$ cat src/fifo_demo_pkg.sv
// FIFO demo shared definitions

package fifo_demo_pkg;

  // ------------------------------
  // word and pattern widths
  // ------------------------------

  // one FIFO word, also one pattern value
  localparam int unsigned data_width = 4;

  typedef logic [data_width - 1:0] data_t;

  // the table covers every 4-bit value once
  localparam int unsigned pattern_len = 2 ** data_width;

  // index into the pattern table, wraps by itself at 16
  typedef logic [3:0] pattern_idx_t;

  // fixed permutation pushed in order, entry i goes with push i mod 16
  localparam data_t pattern_table [pattern_len] = '{
    4'h2, 4'h6, 4'hd, 4'hb, 4'h7, 4'he, 4'hc, 4'h4,
    4'h1, 4'h0, 4'h9, 4'ha, 4'hf, 4'h5, 4'h8, 4'h3
  };

  // ------------------------------
  // lane numbering and credits
  // ------------------------------

  // upper bound on n_lanes, sets the lane number width
  localparam int unsigned max_lanes = 8;

  // lane number
  typedef logic [2:0] lane_idx_t;

  // credit count or lane occupancy, good for depth up to 15
  typedef logic [3:0] credit_t;

endpackage

$ cat src/lane_if.sv
// FIFO lane interface

`timescale 1ns/1ns

interface lane_if;

  import fifo_demo_pkg::*;

  // write side, from the pattern source
  logic  push;
  data_t push_data;

  // read side, from the drain
  logic  pop;

  // head word, valid while nonempty is high
  data_t pop_data;
  logic  nonempty;

  // one-cycle pulse the cycle after each pop
  logic  credit_return;

  modport src (
    output push, push_data,
    input  credit_return
  );

  modport lane (
    input  push, push_data, pop,
    output pop_data, nonempty, credit_return
  );

  modport drn (
    output pop,
    input  pop_data, nonempty
  );

endinterface

$ cat src/pattern_source.sv
// FIFO demo pattern source

`timescale 1ns/1ns

module pattern_source #(
  parameter int unsigned n_lanes = 4,
  parameter int unsigned depth   = 4
) (
  input  logic clk,
  input  logic arst_n,
  input  logic push_en,
  output logic push_ready,
  lane_if.src  lanes [n_lanes]
);

  import fifo_demo_pkg::*;

  // ------------------------------
  // index and write lane
  // ------------------------------

  pattern_idx_t idx;
  lane_idx_t    wr_lane;
  data_t        cur_data;

  // one bit per possible lane, set while that lane has credit
  logic [max_lanes - 1:0] has_credit;

  logic push_fire;

  // the table lookup runs off the index counter
  assign cur_data = pattern_table[idx];

  // a push goes through only when the current lane has credit
  assign push_ready = has_credit[wr_lane];
  assign push_fire  = push_en && push_ready;

  // index and lane pointer move together on every accepted push
  always_ff @(posedge clk or negedge arst_n) begin
    if (!arst_n) begin
      idx     <= '0;
      wr_lane <= '0;
    end else if (push_fire) begin
      // index is 4 bits wide, so it wraps after entry 15
      idx <= idx + 1'b1;
      if (wr_lane == lane_idx_t'(n_lanes - 1)) begin
        wr_lane <= '0;
      end else begin
        wr_lane <= wr_lane + 1'b1;
      end
    end
  end

  // ------------------------------
  // per-lane credit counters
  // ------------------------------

  for (genvar g = 0; g < max_lanes; g++) begin : g_credit
    if (g < n_lanes) begin : g_live
      credit_t credit;
      logic    push_sel;

      assign push_sel = push_fire && (wr_lane == lane_idx_t'(g));

      // only the addressed lane sees push and data
      assign lanes[g].push      = push_sel;
      assign lanes[g].push_data = push_sel ? cur_data : '0;

      assign has_credit[g] = (credit != '0);

      // push spends one, return gives one back, both at once cancel
      always_ff @(posedge clk or negedge arst_n) begin
        if (!arst_n) begin
          credit <= credit_t'(depth);
        end else if (push_sel && !lanes[g].credit_return) begin
          credit <= credit - 1'b1;
        end else if (lanes[g].credit_return && !push_sel) begin
          credit <= credit + 1'b1;
        end
      end

      // returns never outnumber pushes, so the count stays within depth
      a_credit_bound: assert property (
        @(posedge clk) disable iff (!arst_n)
        credit <= credit_t'(depth)
      );
    end else begin : g_unused
      // lanes beyond n_lanes never have credit
      assign has_credit[g] = 1'b0;
    end
  end

endmodule

$ cat src/flip_flop_fifo_with_counter.sv
// FIFO lane with occupancy counter

`timescale 1ns/1ns

module flip_flop_fifo_with_counter #(
  parameter int unsigned depth = 4
) (
  input  logic  clk,
  input  logic  arst_n,
  lane_if.lane  port
);

  import fifo_demo_pkg::*;

  // pointer width, at least one bit even for a single entry
  localparam int unsigned ptr_w = (depth > 1) ? $clog2(depth) : 1;

  typedef logic [ptr_w - 1:0] ptr_t;

  // ------------------------------
  // storage and pointers
  // ------------------------------

  data_t   mem [depth];
  ptr_t    wr_ptr;
  ptr_t    rd_ptr;
  credit_t count;

  // write into the array, no reset on the payload
  always_ff @(posedge clk) begin
    if (port.push) begin
      mem[wr_ptr] <= port.push_data;
    end
  end

  // pointers wrap at depth, which need not be a power of two
  always_ff @(posedge clk or negedge arst_n) begin
    if (!arst_n) begin
      wr_ptr <= '0;
      rd_ptr <= '0;
    end else begin
      if (port.push) begin
        wr_ptr <= (wr_ptr == ptr_t'(depth - 1)) ? '0 : wr_ptr + 1'b1;
      end
      if (port.pop) begin
        rd_ptr <= (rd_ptr == ptr_t'(depth - 1)) ? '0 : rd_ptr + 1'b1;
      end
    end
  end

  // ------------------------------
  // occupancy and credit return
  // ------------------------------

  // push and pop together leave the count alone
  always_ff @(posedge clk or negedge arst_n) begin
    if (!arst_n) begin
      count <= '0;
    end else if (port.push && !port.pop) begin
      count <= count + 1'b1;
    end else if (port.pop && !port.push) begin
      count <= count - 1'b1;
    end
  end

  // each pop hands one credit back a cycle later
  always_ff @(posedge clk or negedge arst_n) begin
    if (!arst_n) begin
      port.credit_return <= 1'b0;
    end else begin
      port.credit_return <= port.pop;
    end
  end

  // head word is valid whenever the lane holds something
  assign port.nonempty = (count != '0);
  assign port.pop_data = mem[rd_ptr];

  // the source credit scheme must keep a full lane from seeing a push
  a_no_push_full: assert property (
    @(posedge clk) disable iff (!arst_n)
    port.push |-> count != credit_t'(depth)
  );

  // the drain only pops a lane that reports nonempty
  a_no_pop_empty: assert property (
    @(posedge clk) disable iff (!arst_n)
    port.pop |-> count != '0
  );

endmodule

$ cat src/lane_drain.sv
// FIFO demo lane drain

`timescale 1ns/1ns

module lane_drain #(
  parameter int unsigned n_lanes = 4
) (
  input  logic                 clk,
  input  logic                 arst_n,
  input  logic                 pop_en,
  lane_if.drn                  lanes [n_lanes],
  output logic                 out_valid,
  output fifo_demo_pkg::data_t out_data
);

  import fifo_demo_pkg::*;

  // ------------------------------
  // head gather
  // ------------------------------

  // padded to max_lanes so the lane number indexes them directly
  logic  [max_lanes - 1:0] head_valid;
  data_t [max_lanes - 1:0] head_data;

  lane_idx_t rd_lane;
  logic      pop_fire;

  // pop only when asked and the lane in turn has a word
  assign pop_fire = pop_en && head_valid[rd_lane];

  for (genvar g = 0; g < max_lanes; g++) begin : g_tap
    if (g < n_lanes) begin : g_live
      assign head_valid[g] = lanes[g].nonempty;
      assign head_data[g]  = lanes[g].pop_data;
      assign lanes[g].pop  = pop_fire && (rd_lane == lane_idx_t'(g));
    end else begin : g_unused
      assign head_valid[g] = 1'b0;
      assign head_data[g]  = '0;
    end
  end

  // ------------------------------
  // rotation and output stage
  // ------------------------------

  // read pointer holds while the current lane is empty
  always_ff @(posedge clk or negedge arst_n) begin
    if (!arst_n) begin
      rd_lane   <= '0;
      out_valid <= 1'b0;
    end else begin
      out_valid <= pop_fire;
      if (pop_fire) begin
        if (rd_lane == lane_idx_t'(n_lanes - 1)) begin
          rd_lane <= '0;
        end else begin
          rd_lane <= rd_lane + 1'b1;
        end
      end
    end
  end

  // popped word, only loaded on a pop
  always_ff @(posedge clk) begin
    if (pop_fire) begin
      out_data <= head_data[rd_lane];
    end
  end

  // a popped head word was written by the lane before, so it is never unknown
  a_out_known: assert property (
    @(posedge clk) disable iff (!arst_n)
    out_valid |-> !$isunknown(out_data)
  );

endmodule

$ cat src/fifo_demo_top.sv
// FIFO demo top level

`timescale 1ns/1ns

module fifo_demo_top #(
  parameter int unsigned n_lanes = 4,
  parameter int unsigned depth   = 4
) (
  input  logic                 clk,
  input  logic                 arst_n,
  input  logic                 push_en,
  input  logic                 pop_en,
  output logic                 push_ready,
  output logic                 out_valid,
  output fifo_demo_pkg::data_t out_data
);

  // ------------------------------
  // lane bundles
  // ------------------------------

  // one interface per lane, shared by source, lane and drain
  lane_if lanes [n_lanes] ();

  // pattern writer with credit pacing
  pattern_source #(
    .n_lanes (n_lanes),
    .depth   (depth)
  ) u_source (
    .clk        (clk),
    .arst_n     (arst_n),
    .push_en    (push_en),
    .push_ready (push_ready),
    .lanes      (lanes)
  );

  // identical lanes, written and read in strict rotation
  for (genvar g = 0; g < n_lanes; g++) begin : g_lane
    flip_flop_fifo_with_counter #(
      .depth (depth)
    ) u_lane (
      .clk    (clk),
      .arst_n (arst_n),
      .port   (lanes[g])
    );
  end

  // round-robin reader, restores table order
  lane_drain #(
    .n_lanes (n_lanes)
  ) u_drain (
    .clk       (clk),
    .arst_n    (arst_n),
    .pop_en    (pop_en),
    .lanes     (lanes),
    .out_valid (out_valid),
    .out_data  (out_data)
  );

endmodule

$ cat config.mk
export PLATFORM = sky130hd
export DESIGN_NAME = fifo_demo_top
export DESIGN_NICKNAME = d
export VERILOG_FILES = /design/src/fifo_demo_pkg.sv /design/src/lane_if.sv /design/src/pattern_source.sv /design/src/flip_flop_fifo_with_counter.sv /design/src/lane_drain.sv /design/src/fifo_demo_top.sv
export SDC_FILE = /design/constraint.sdc
export NUM_CORES = 1
export LEC_CHECK = 0
export ABC_AREA = 1
export BUFFER_PORTS_ARGS = -buffer_cell sky130_fd_sc_hd__buf_2
export CORE_AREA = 2 2 158 83
export DETAILED_ROUTE_END_ITERATION = 10
export DIE_AREA = 0 0 160 85
export PLACE_DENSITY_LB_ADDON = 0.3
export SYNTH_ARGS = -nofsm -noshare
export SYNTH_HDL_FRONTEND = slang
export SYNTH_SLANG_ARGS = --single-unit
$ cat constraint.sdc
create_clock -name clk -period 2.9 [get_ports clk]
set_input_delay 0.58 -clock clk [delete_from_list [all_inputs] [get_ports clk]]
set_output_delay 0.58 -clock clk [all_outputs]
set_load 0.02 [all_outputs]
==> results.toml, run 1 <==
[outcome]
status = "finished clean"

[timing]
max_slew_margin_pct = 51.19
fmaxAchievable_mhz = 368.3
tns_ps = 0
finalSetupViolCount = 0
skew_ps = 10.96
min_period_over_period_pct = 93.63
worstMarginPinSlew_ps = 724.6
final_max_slew_viol_count = 0
period_minus_slack_ps = 2715
hold_violations = 0
rsz0062_at_grt = "no"

[cells_and_area]
diodes = 0
final_layout_size_suffix_gt1_share_pct = 10.39
area_growth_pct = 12.78
fillCellCount = 992
nNetsFinal = 791
post-route-util_pct = 62.30

[routing]
drc = 0
route.antenna.remaining_nets = 0
via_count = 4898
finalWirelength_um = 14460
dr.pass1.iters = 7
viasPerCell = 5.377
wire_per_inst_um = 15.87
drtIter0Drc = 379

[flow_run]
cap_violations = 0

[hold_path]
hold_class = "in -> async"

[setup_path]
crit_start = "u_source.g_credit[3].g_live.credit[1]"
crit_chain = "nor2_1, nand3_1, nand2_1, nand2_2, nand4_1, inv_1, ha_1, inv_1, ha_1, a21oi_1, nand2_1, a21oi_1, o21ai_0, xnor2_1"
cp_slowest_cell = "dfrtp_1"
worstPathArrival_ps = 3010
path_max_fanout = 5
cp_slowest_stage_delay_ps = 430
criticalPathCategory = "reg -> reg"
worstPathRequired_ps = 3200
end_kind = "register"
timing.rr.start = "u_source.g_credit[3].g_live.credit[1]"
crit_path_start_kind = "register"
r2r_cells = 14

[grt]
grt_util_all_layers_pct = 22.93
antenna_found_initial = 0
overflow = 0
first_global_vias = 4830
grt_max_degree = 64
grt_first_pass_wirelength_um = 23850

[floorplan]
initial_utilization_pct = 55.24
fp.dieW_um = 160
coreArea_um2 = 12260
ios = 10
dieArea_um2 = 13600
core.rowCount = 29
die_y_um = 85

[logic_synthesis]
synthTopCellsByCount = "nand2_1, nor2_1, inv_1"
ys.flop_type = "edfxtp_1"
synth_area_leaders = "edfxtp_1, dfrtp_1, ha_1"
synth-simple-area-share_pct = 19.52
synthXorXnorAreaFrac_pct = 3.620
synth_area_leader_cell = "edfxtp_1"
synth-compound-area-share_pct = 5.873
synth-seq-cells = 131
synth_area_per_cell_um2 = 9.597
postSynth.asyncResetShare_pct = 48.09
synth_adder_area_share_pct = 11.34
syn_inst = 706
muxShareOfSynthArea_pct = 0.6648
yosys_warnings = 0
syn-num-nets = 769
synth_edf_count = 68
syn_area_um2 = 6775
ys_types = 31
ys_seq_area_share_pct = 53.48
synth_top_family_by_area = "simple AND/OR/NAND/NOR gates"
synth.top_cell.area_share_pct = 30.14
yosysMostFrequentCell = "nand2_1"

[cts]
clk_path_buf_depth = 2
clk_pin_slew_ps = 60
cts_tree = "done"
hold_buffers = 0
cts_root_buf = "clkbuf_16"
insertion_delay_ps = 420
clock_sinks = 131
h-tree-depth = 4
cts_buffers = 17

[placed_design]
io_buffers = 9
hpwl_um = 10500
gp_congestion = 0.8504

[power_and_ir_drop]
p_leak_nw = 3.437
vdd_ir_drop_max_mv = 0.6299
p_per_area_nw_per_um2 = 1163
==> worst max-delay path, delay by kind of cell, from the launching register on <==
| family | cells | cell delay (ps) |
|---|---|---|
| buf+inv | 2 | 260 |
| compound gates | 3 | 420 |
| simple gates | 6 | 870 |
| fa+ha+maj | 2 | 490 |
| flops | 1 | 430 |
| xor+xnor | 1 | 140 |
==> cells by family (layout without fill, tap and decap cells) <==
group                      count (synthesis)  count (layout)
AOI/OAI and AO/OA                         72              72
xor gates and xnor gates                  28              28
adders and majority gates                 59              59
buffers and inverters                     92             127
DFF                                      131             131
muxes                                      4               4
and+or+nand+nor                          320             320
==> layout by cell type, fill, tap and decap left out, drive strengths merged <==
master      n
o22ai       8
dfstp       4
xnor2      25
a31oi       2
inv        77
fa          4
o21ai      40
a21oi      19
clkinvlp    1
clkbuf     22
ha         55
a31o        1
buf        20
or2         1
mux2        4
clkinv      6
edfxtp     68
nand4      14
dfrtp      59
nand2     152
xor2        3
nor2      102
nand3      51
bufinv      1
o221ai      1
o21a        1
==> worst paths after layout <==
kind | to | slack (ps)
max in group asynchronous | u_source.g_credit[1].g_live.credit[2] | 2400
min in group clk | u_drain.rd_lane[2] | 390
min | g_lane[2].u_lane.count[2] | 180
max | g_lane[3].u_lane.count[3] | 180
min reg2reg | u_drain.rd_lane[2] | 390
max reg2reg | g_lane[3].u_lane.count[3] | 180
==> repair_timing <==
action	CTS	global route
resized for setup	0	4
setup buffers	0	1
endpoints found under the setup margin	0	4
==> state kept, by name, indices dropped and copies added, names as in the netlist, 4 cells and up <==
name	count
g_lane.u_lane.mem	64
g_lane.u_lane.count	16
u_source.g_credit.g_live.credit	16
g_lane.u_lane.rd_ptr	8
g_lane.u_lane.wr_ptr	8
g_lane.u_lane.port.credit_return	4
u_drain.out_data	4
u_source.idx	4
==> where the power goes <==
group | total [mW] | switching [mW] | internal (mW)
logic | 3.53 | 2.17 | 1.36
registers | 3.21 | 0.598 | 2.61
clock network | 2.14 | 0.811 | 1.33
==> metal layers <==
layer	vias up	part of all wire, %	global-route usage [%]
met3	15	8.1	5.523
met2	172	44	35.10
met1	2338	47	32.64
met4	0	1.0	7.453
met5	-	0	0
li1	2373	-	-
==> per-stage QoR <==
step,instances,worst slack [ps],instance area [um2],hold slack (ps),power [mW]
after floorplan,706,429.5,6775,284.4,5.680
after global placement,878,240.4,7029,368.5,6.474
after detailed placement,878,133.2,7029,365.6,6.694
after CTS,910,94.42,7631,190.2,8.875
after global routing,911,5.007,7641,209.5,9.577
final,911,184.7,7641,178.0,8.888
==> cell type report <==
class	instances	area, um2	share of cell area (%)
Clock inverter	10	95.09	1.244
Tap cell	170	212.7	2.784
Multi-Input combinational cell	483	2779	36.37
Inverter	75	281.5	3.684
Timing Repair Buffer	20	140.1	1.834
Sequential cell	131	3626	47.45
Clock buffer	22	506.7	6.632
Power figures use the tool's default switching activity.
==> inputs of run 2 (changes only) <==
--- a/config.mk
+++ b/config.mk
@@ -5,11 +5,10 @@
 export SDC_FILE = /design/constraint.sdc
 export NUM_CORES = 1
 export LEC_CHECK = 0
-export ABC_AREA = 1
 export BUFFER_PORTS_ARGS = -buffer_cell sky130_fd_sc_hd__buf_2
-export CORE_AREA = 2 2 158 83
+export CORE_AREA = 2 2 155 81
 export DETAILED_ROUTE_END_ITERATION = 10
-export DIE_AREA = 0 0 160 85
+export DIE_AREA = 0 0 157 83
 export PLACE_DENSITY_LB_ADDON = 0.3
 export SYNTH_ARGS = -nofsm -noshare
 export SYNTH_HDL_FRONTEND = slang
==> results.toml, run 2 <==
[grt]
grt_first_pass_wirelength_um = 21180
first_global_vias = 3982
overflow = 0
grt_util_all_layers_pct = 21.82
grt_max_degree = 37
antenna_found_initial = 0

[cts]
clock_sinks = 131
h-tree-depth = 4
cts_root_buf = "clkbuf_16"
cts_tree = "done"
cts_buffers = 17
insertion_delay_ps = 410
hold_buffers = 0
clk_path_buf_depth = 2
clk_pin_slew_ps = 60

[setup_path]
criticalPathCategory = "reg -> reg"
regToRegEndpoint = "g_lane[1].u_lane.count[3]"
worstPathArrival_ps = 3070
worstPathRequired_ps = 3190
regToRegSetupSlack_ps = 130
end_kind = "register"
path_buf_inv = 3
critical-path-top-delay-family = "compound AO/OA/AOI/OAI gates"
crit_path_start_kind = "register"
cp_slowest_cell = "dfrtp_1"
r2r_cells = 14
timing.rr.start = "u_source.g_credit[0].g_live.credit[0]"
cp_slowest_stage_delay_ps = 430
path_max_fanout = 13
crit_chain = "nor4_1, mux2i_1, a22o_2, buf_12, nand2_2, inv_2, ha_1, inv_2, ha_1, a21o_1, a21oi_2, xnor2_1, nor2_1, xor2_1"

[timing]
rsz0062_at_grt = "yes"
hold_violations = 0
max_slew_margin_pct = 49.16
final_max_slew_viol_count = 0
finalSetupViolCount = 0
worstMarginPinSlew_ps = 762.7
hold_ws_ps = 246.1
period_minus_slack_ps = 2771
skew_ps = 8.491
min_period_over_period_pct = 95.55
fmaxAchievable_mhz = 360.9

[cells_and_area]
finish.instance_area_um2 = 7667
largest-register = "g_lane.u_lane.mem"
final_layout_size_suffix_gt1_share_pct = 25.59
fillCellCount = 824
layout_common_cells = "edfxtp_1, dfrtp_1, ha_1"
post-route-util_pct = 66.12
largest_reg_flops = 64
area_growth_pct = 16.92
mostFrequentLayoutCell = "edfxtp_1"
diodes = 0
reg_top3 = "g_lane.u_lane.mem (64), g_lane.u_lane.count (16), u_source.g_credit.g_live.credit (16)"
nNetsFinal = 601

[logic_synthesis]
synth_area_leaders = "edfxtp_1, dfrtp_1, ha_1"
synth_area_leader_cell = "edfxtp_1"
synth-seq-cells = 131
synth_area_per_cell_um2 = 13.38
synthTopCellsByCount = "edfxtp_1, dfrtp_1, ha_1"
syn-num-nets = 553
yosysMostFrequentCell = "edfxtp_1"
ys_types = 39
yosys_warnings = 0
synth.top_cell.area_share_pct = 31.14
ys.flop_type = "edfxtp_1"
postSynth.asyncResetShare_pct = 48.09
syn_inst = 490
synth_edf_count = 68
ys_seq_area_share_pct = 55.26
syn_area_um2 = 6558

[power_and_ir_drop]
p_leak_nw = 3.287
p_per_area_nw_per_um2 = 1216
vdd_ir_drop_max_mv = 0.6354

[routing]
viasPerCell = 5.517
finalWirelength_um = 13230
route.antenna.remaining_nets = 0
wire_per_inst_um = 18.48
drc = 0
drtIter0Drc = 239
via_count = 3950
dr.pass1.iters = 6

[hold_path]
hold_class = "in -> async"

[floorplan]
coreArea_um2 = 11600
fp.dieW_um = 157
dieArea_um2 = 13030
die_y_um = 83
core.rowCount = 28
ios = 10
initial_utilization_pct = 56.55

[outcome]
status = "finished clean"

[placed_design]
hpwl_um = 9650
io_buffers = 9
gp_congestion = 0.7961
placed_area_um2 = 6969

[flow_run]
cap_violations = 0
run 2: cell types whose count changed in the layout (fill, tap and decap cells not counted), moves of 21 or more:
cell	previous run	this run
o21ai_0	40	9
buf_4	10	31
inv_1	67	26
nand3_1	51	9
nand2_1	149	14
nor2_1	101	38
run 2: layout make-up:
type / instances / area [um2] / share of cell area, %
multi-input cells: 312 / 2785 / 36.33
clock inverters: 14 / 143.9 / 1.877
clock buffers: 18 / 439.2 / 5.728
well taps: 165 / 206.4 / 2.693
flip-flops and latches: 131 / 3623 / 47.26
repair buffers: 43 / 342.8 / 4.471
inverters: 33 / 126.4 / 1.648
run 2: kinds of logic after synthesis:
logic type      count (synthesis)  share of synthesized area (%)
simple gates                  114                          9.178
flops                         131                          55.26
compound gates                 53                          4.656
mux                            47                          10.72
buf+inv                        47                          3.263
fa+ha+maj                      59                          11.72
xor+xnor                       39                          5.209
run 2: metrics by stage:
stage / setup WS (ps) / setup TNS [ps] / total power [mW] / instances
3_5_place_dp: -2.716 / -5.415 / 7.008 / 680
6_report: 128.9 / 0 / 9.321 / 716
5_1_grt: -34.63 / -56.27 / 9.950 / 716
3_3_place_gp: 46.21 / 0 / 6.770 / 680
2_1_floorplan: 283.1 / 0 / 5.854 / 490
4_1_cts: 0.4707 / 0 / 9.138 / 712
run 2: metal layers:
layer  up-vias  track usage (%)  wire length (um)
met5         -                0                 0
met4         0            5.505               118
met3        12            5.898               671
met2       104            30.50              5718
met1      1973            33.72              6724
li1       1861                -                 -
run 2: worst max path at each step:
| stage | cells after the start | to | from |
|---|---|---|---|
| floorplan | 14 | g_lane[2].u_lane.count[3] | u_source.g_credit[3].g_live.credit[1] |
| global placement | 14 | g_lane[0].u_lane.count[3] | u_source.g_credit[2].g_live.credit[0] |
| detailed placement | 14 | g_lane[0].u_lane.count[3] | u_source.g_credit[2].g_live.credit[0] |
| CTS | 14 | g_lane[0].u_lane.count[3] | u_source.g_credit[1].g_live.credit[0] |
| global route | 14 | g_lane[1].u_lane.count[3] | u_source.g_credit[3].g_live.credit[1] |
| finish | 14 | g_lane[1].u_lane.count[3] | u_source.g_credit[0].g_live.credit[0] |
run 2: worst reg2reg max path: stages, from the launching register on:
cell and delay [ps]:
dfrtp_1 430, nor4_1 290, mux2i_1 130, a22o_2 260, buf_12 160, nand2_2 110, inv_2 80, ha_1 200
inv_2 90, ha_1 240, a21o_1 190, a21oi_2 150, xnor2_1 130, nor2_1 60, xor2_1 140
run 2: report_power, final:
group | total [mW] | leakage, nW | internal [mW] | switching [mW]
Combinational | 4.00 | 1.61 | 1.91 | 2.10
Clock | 2.09 | 0.281 | 1.23 | 0.861
Sequential | 3.23 | 1.40 | 2.65 | 0.580
run 2: repair_timing:
| action | 4_1_cts | 5_1_grt |
|---|---|---|
| pin swaps | 0 | 3 |
| cloned | 0 | 1 |
| gates resized for setup | 1 | 21 |
| buffers inserted | 0 | 3 |
| endpoints found under the setup margin | 3 | 7 |
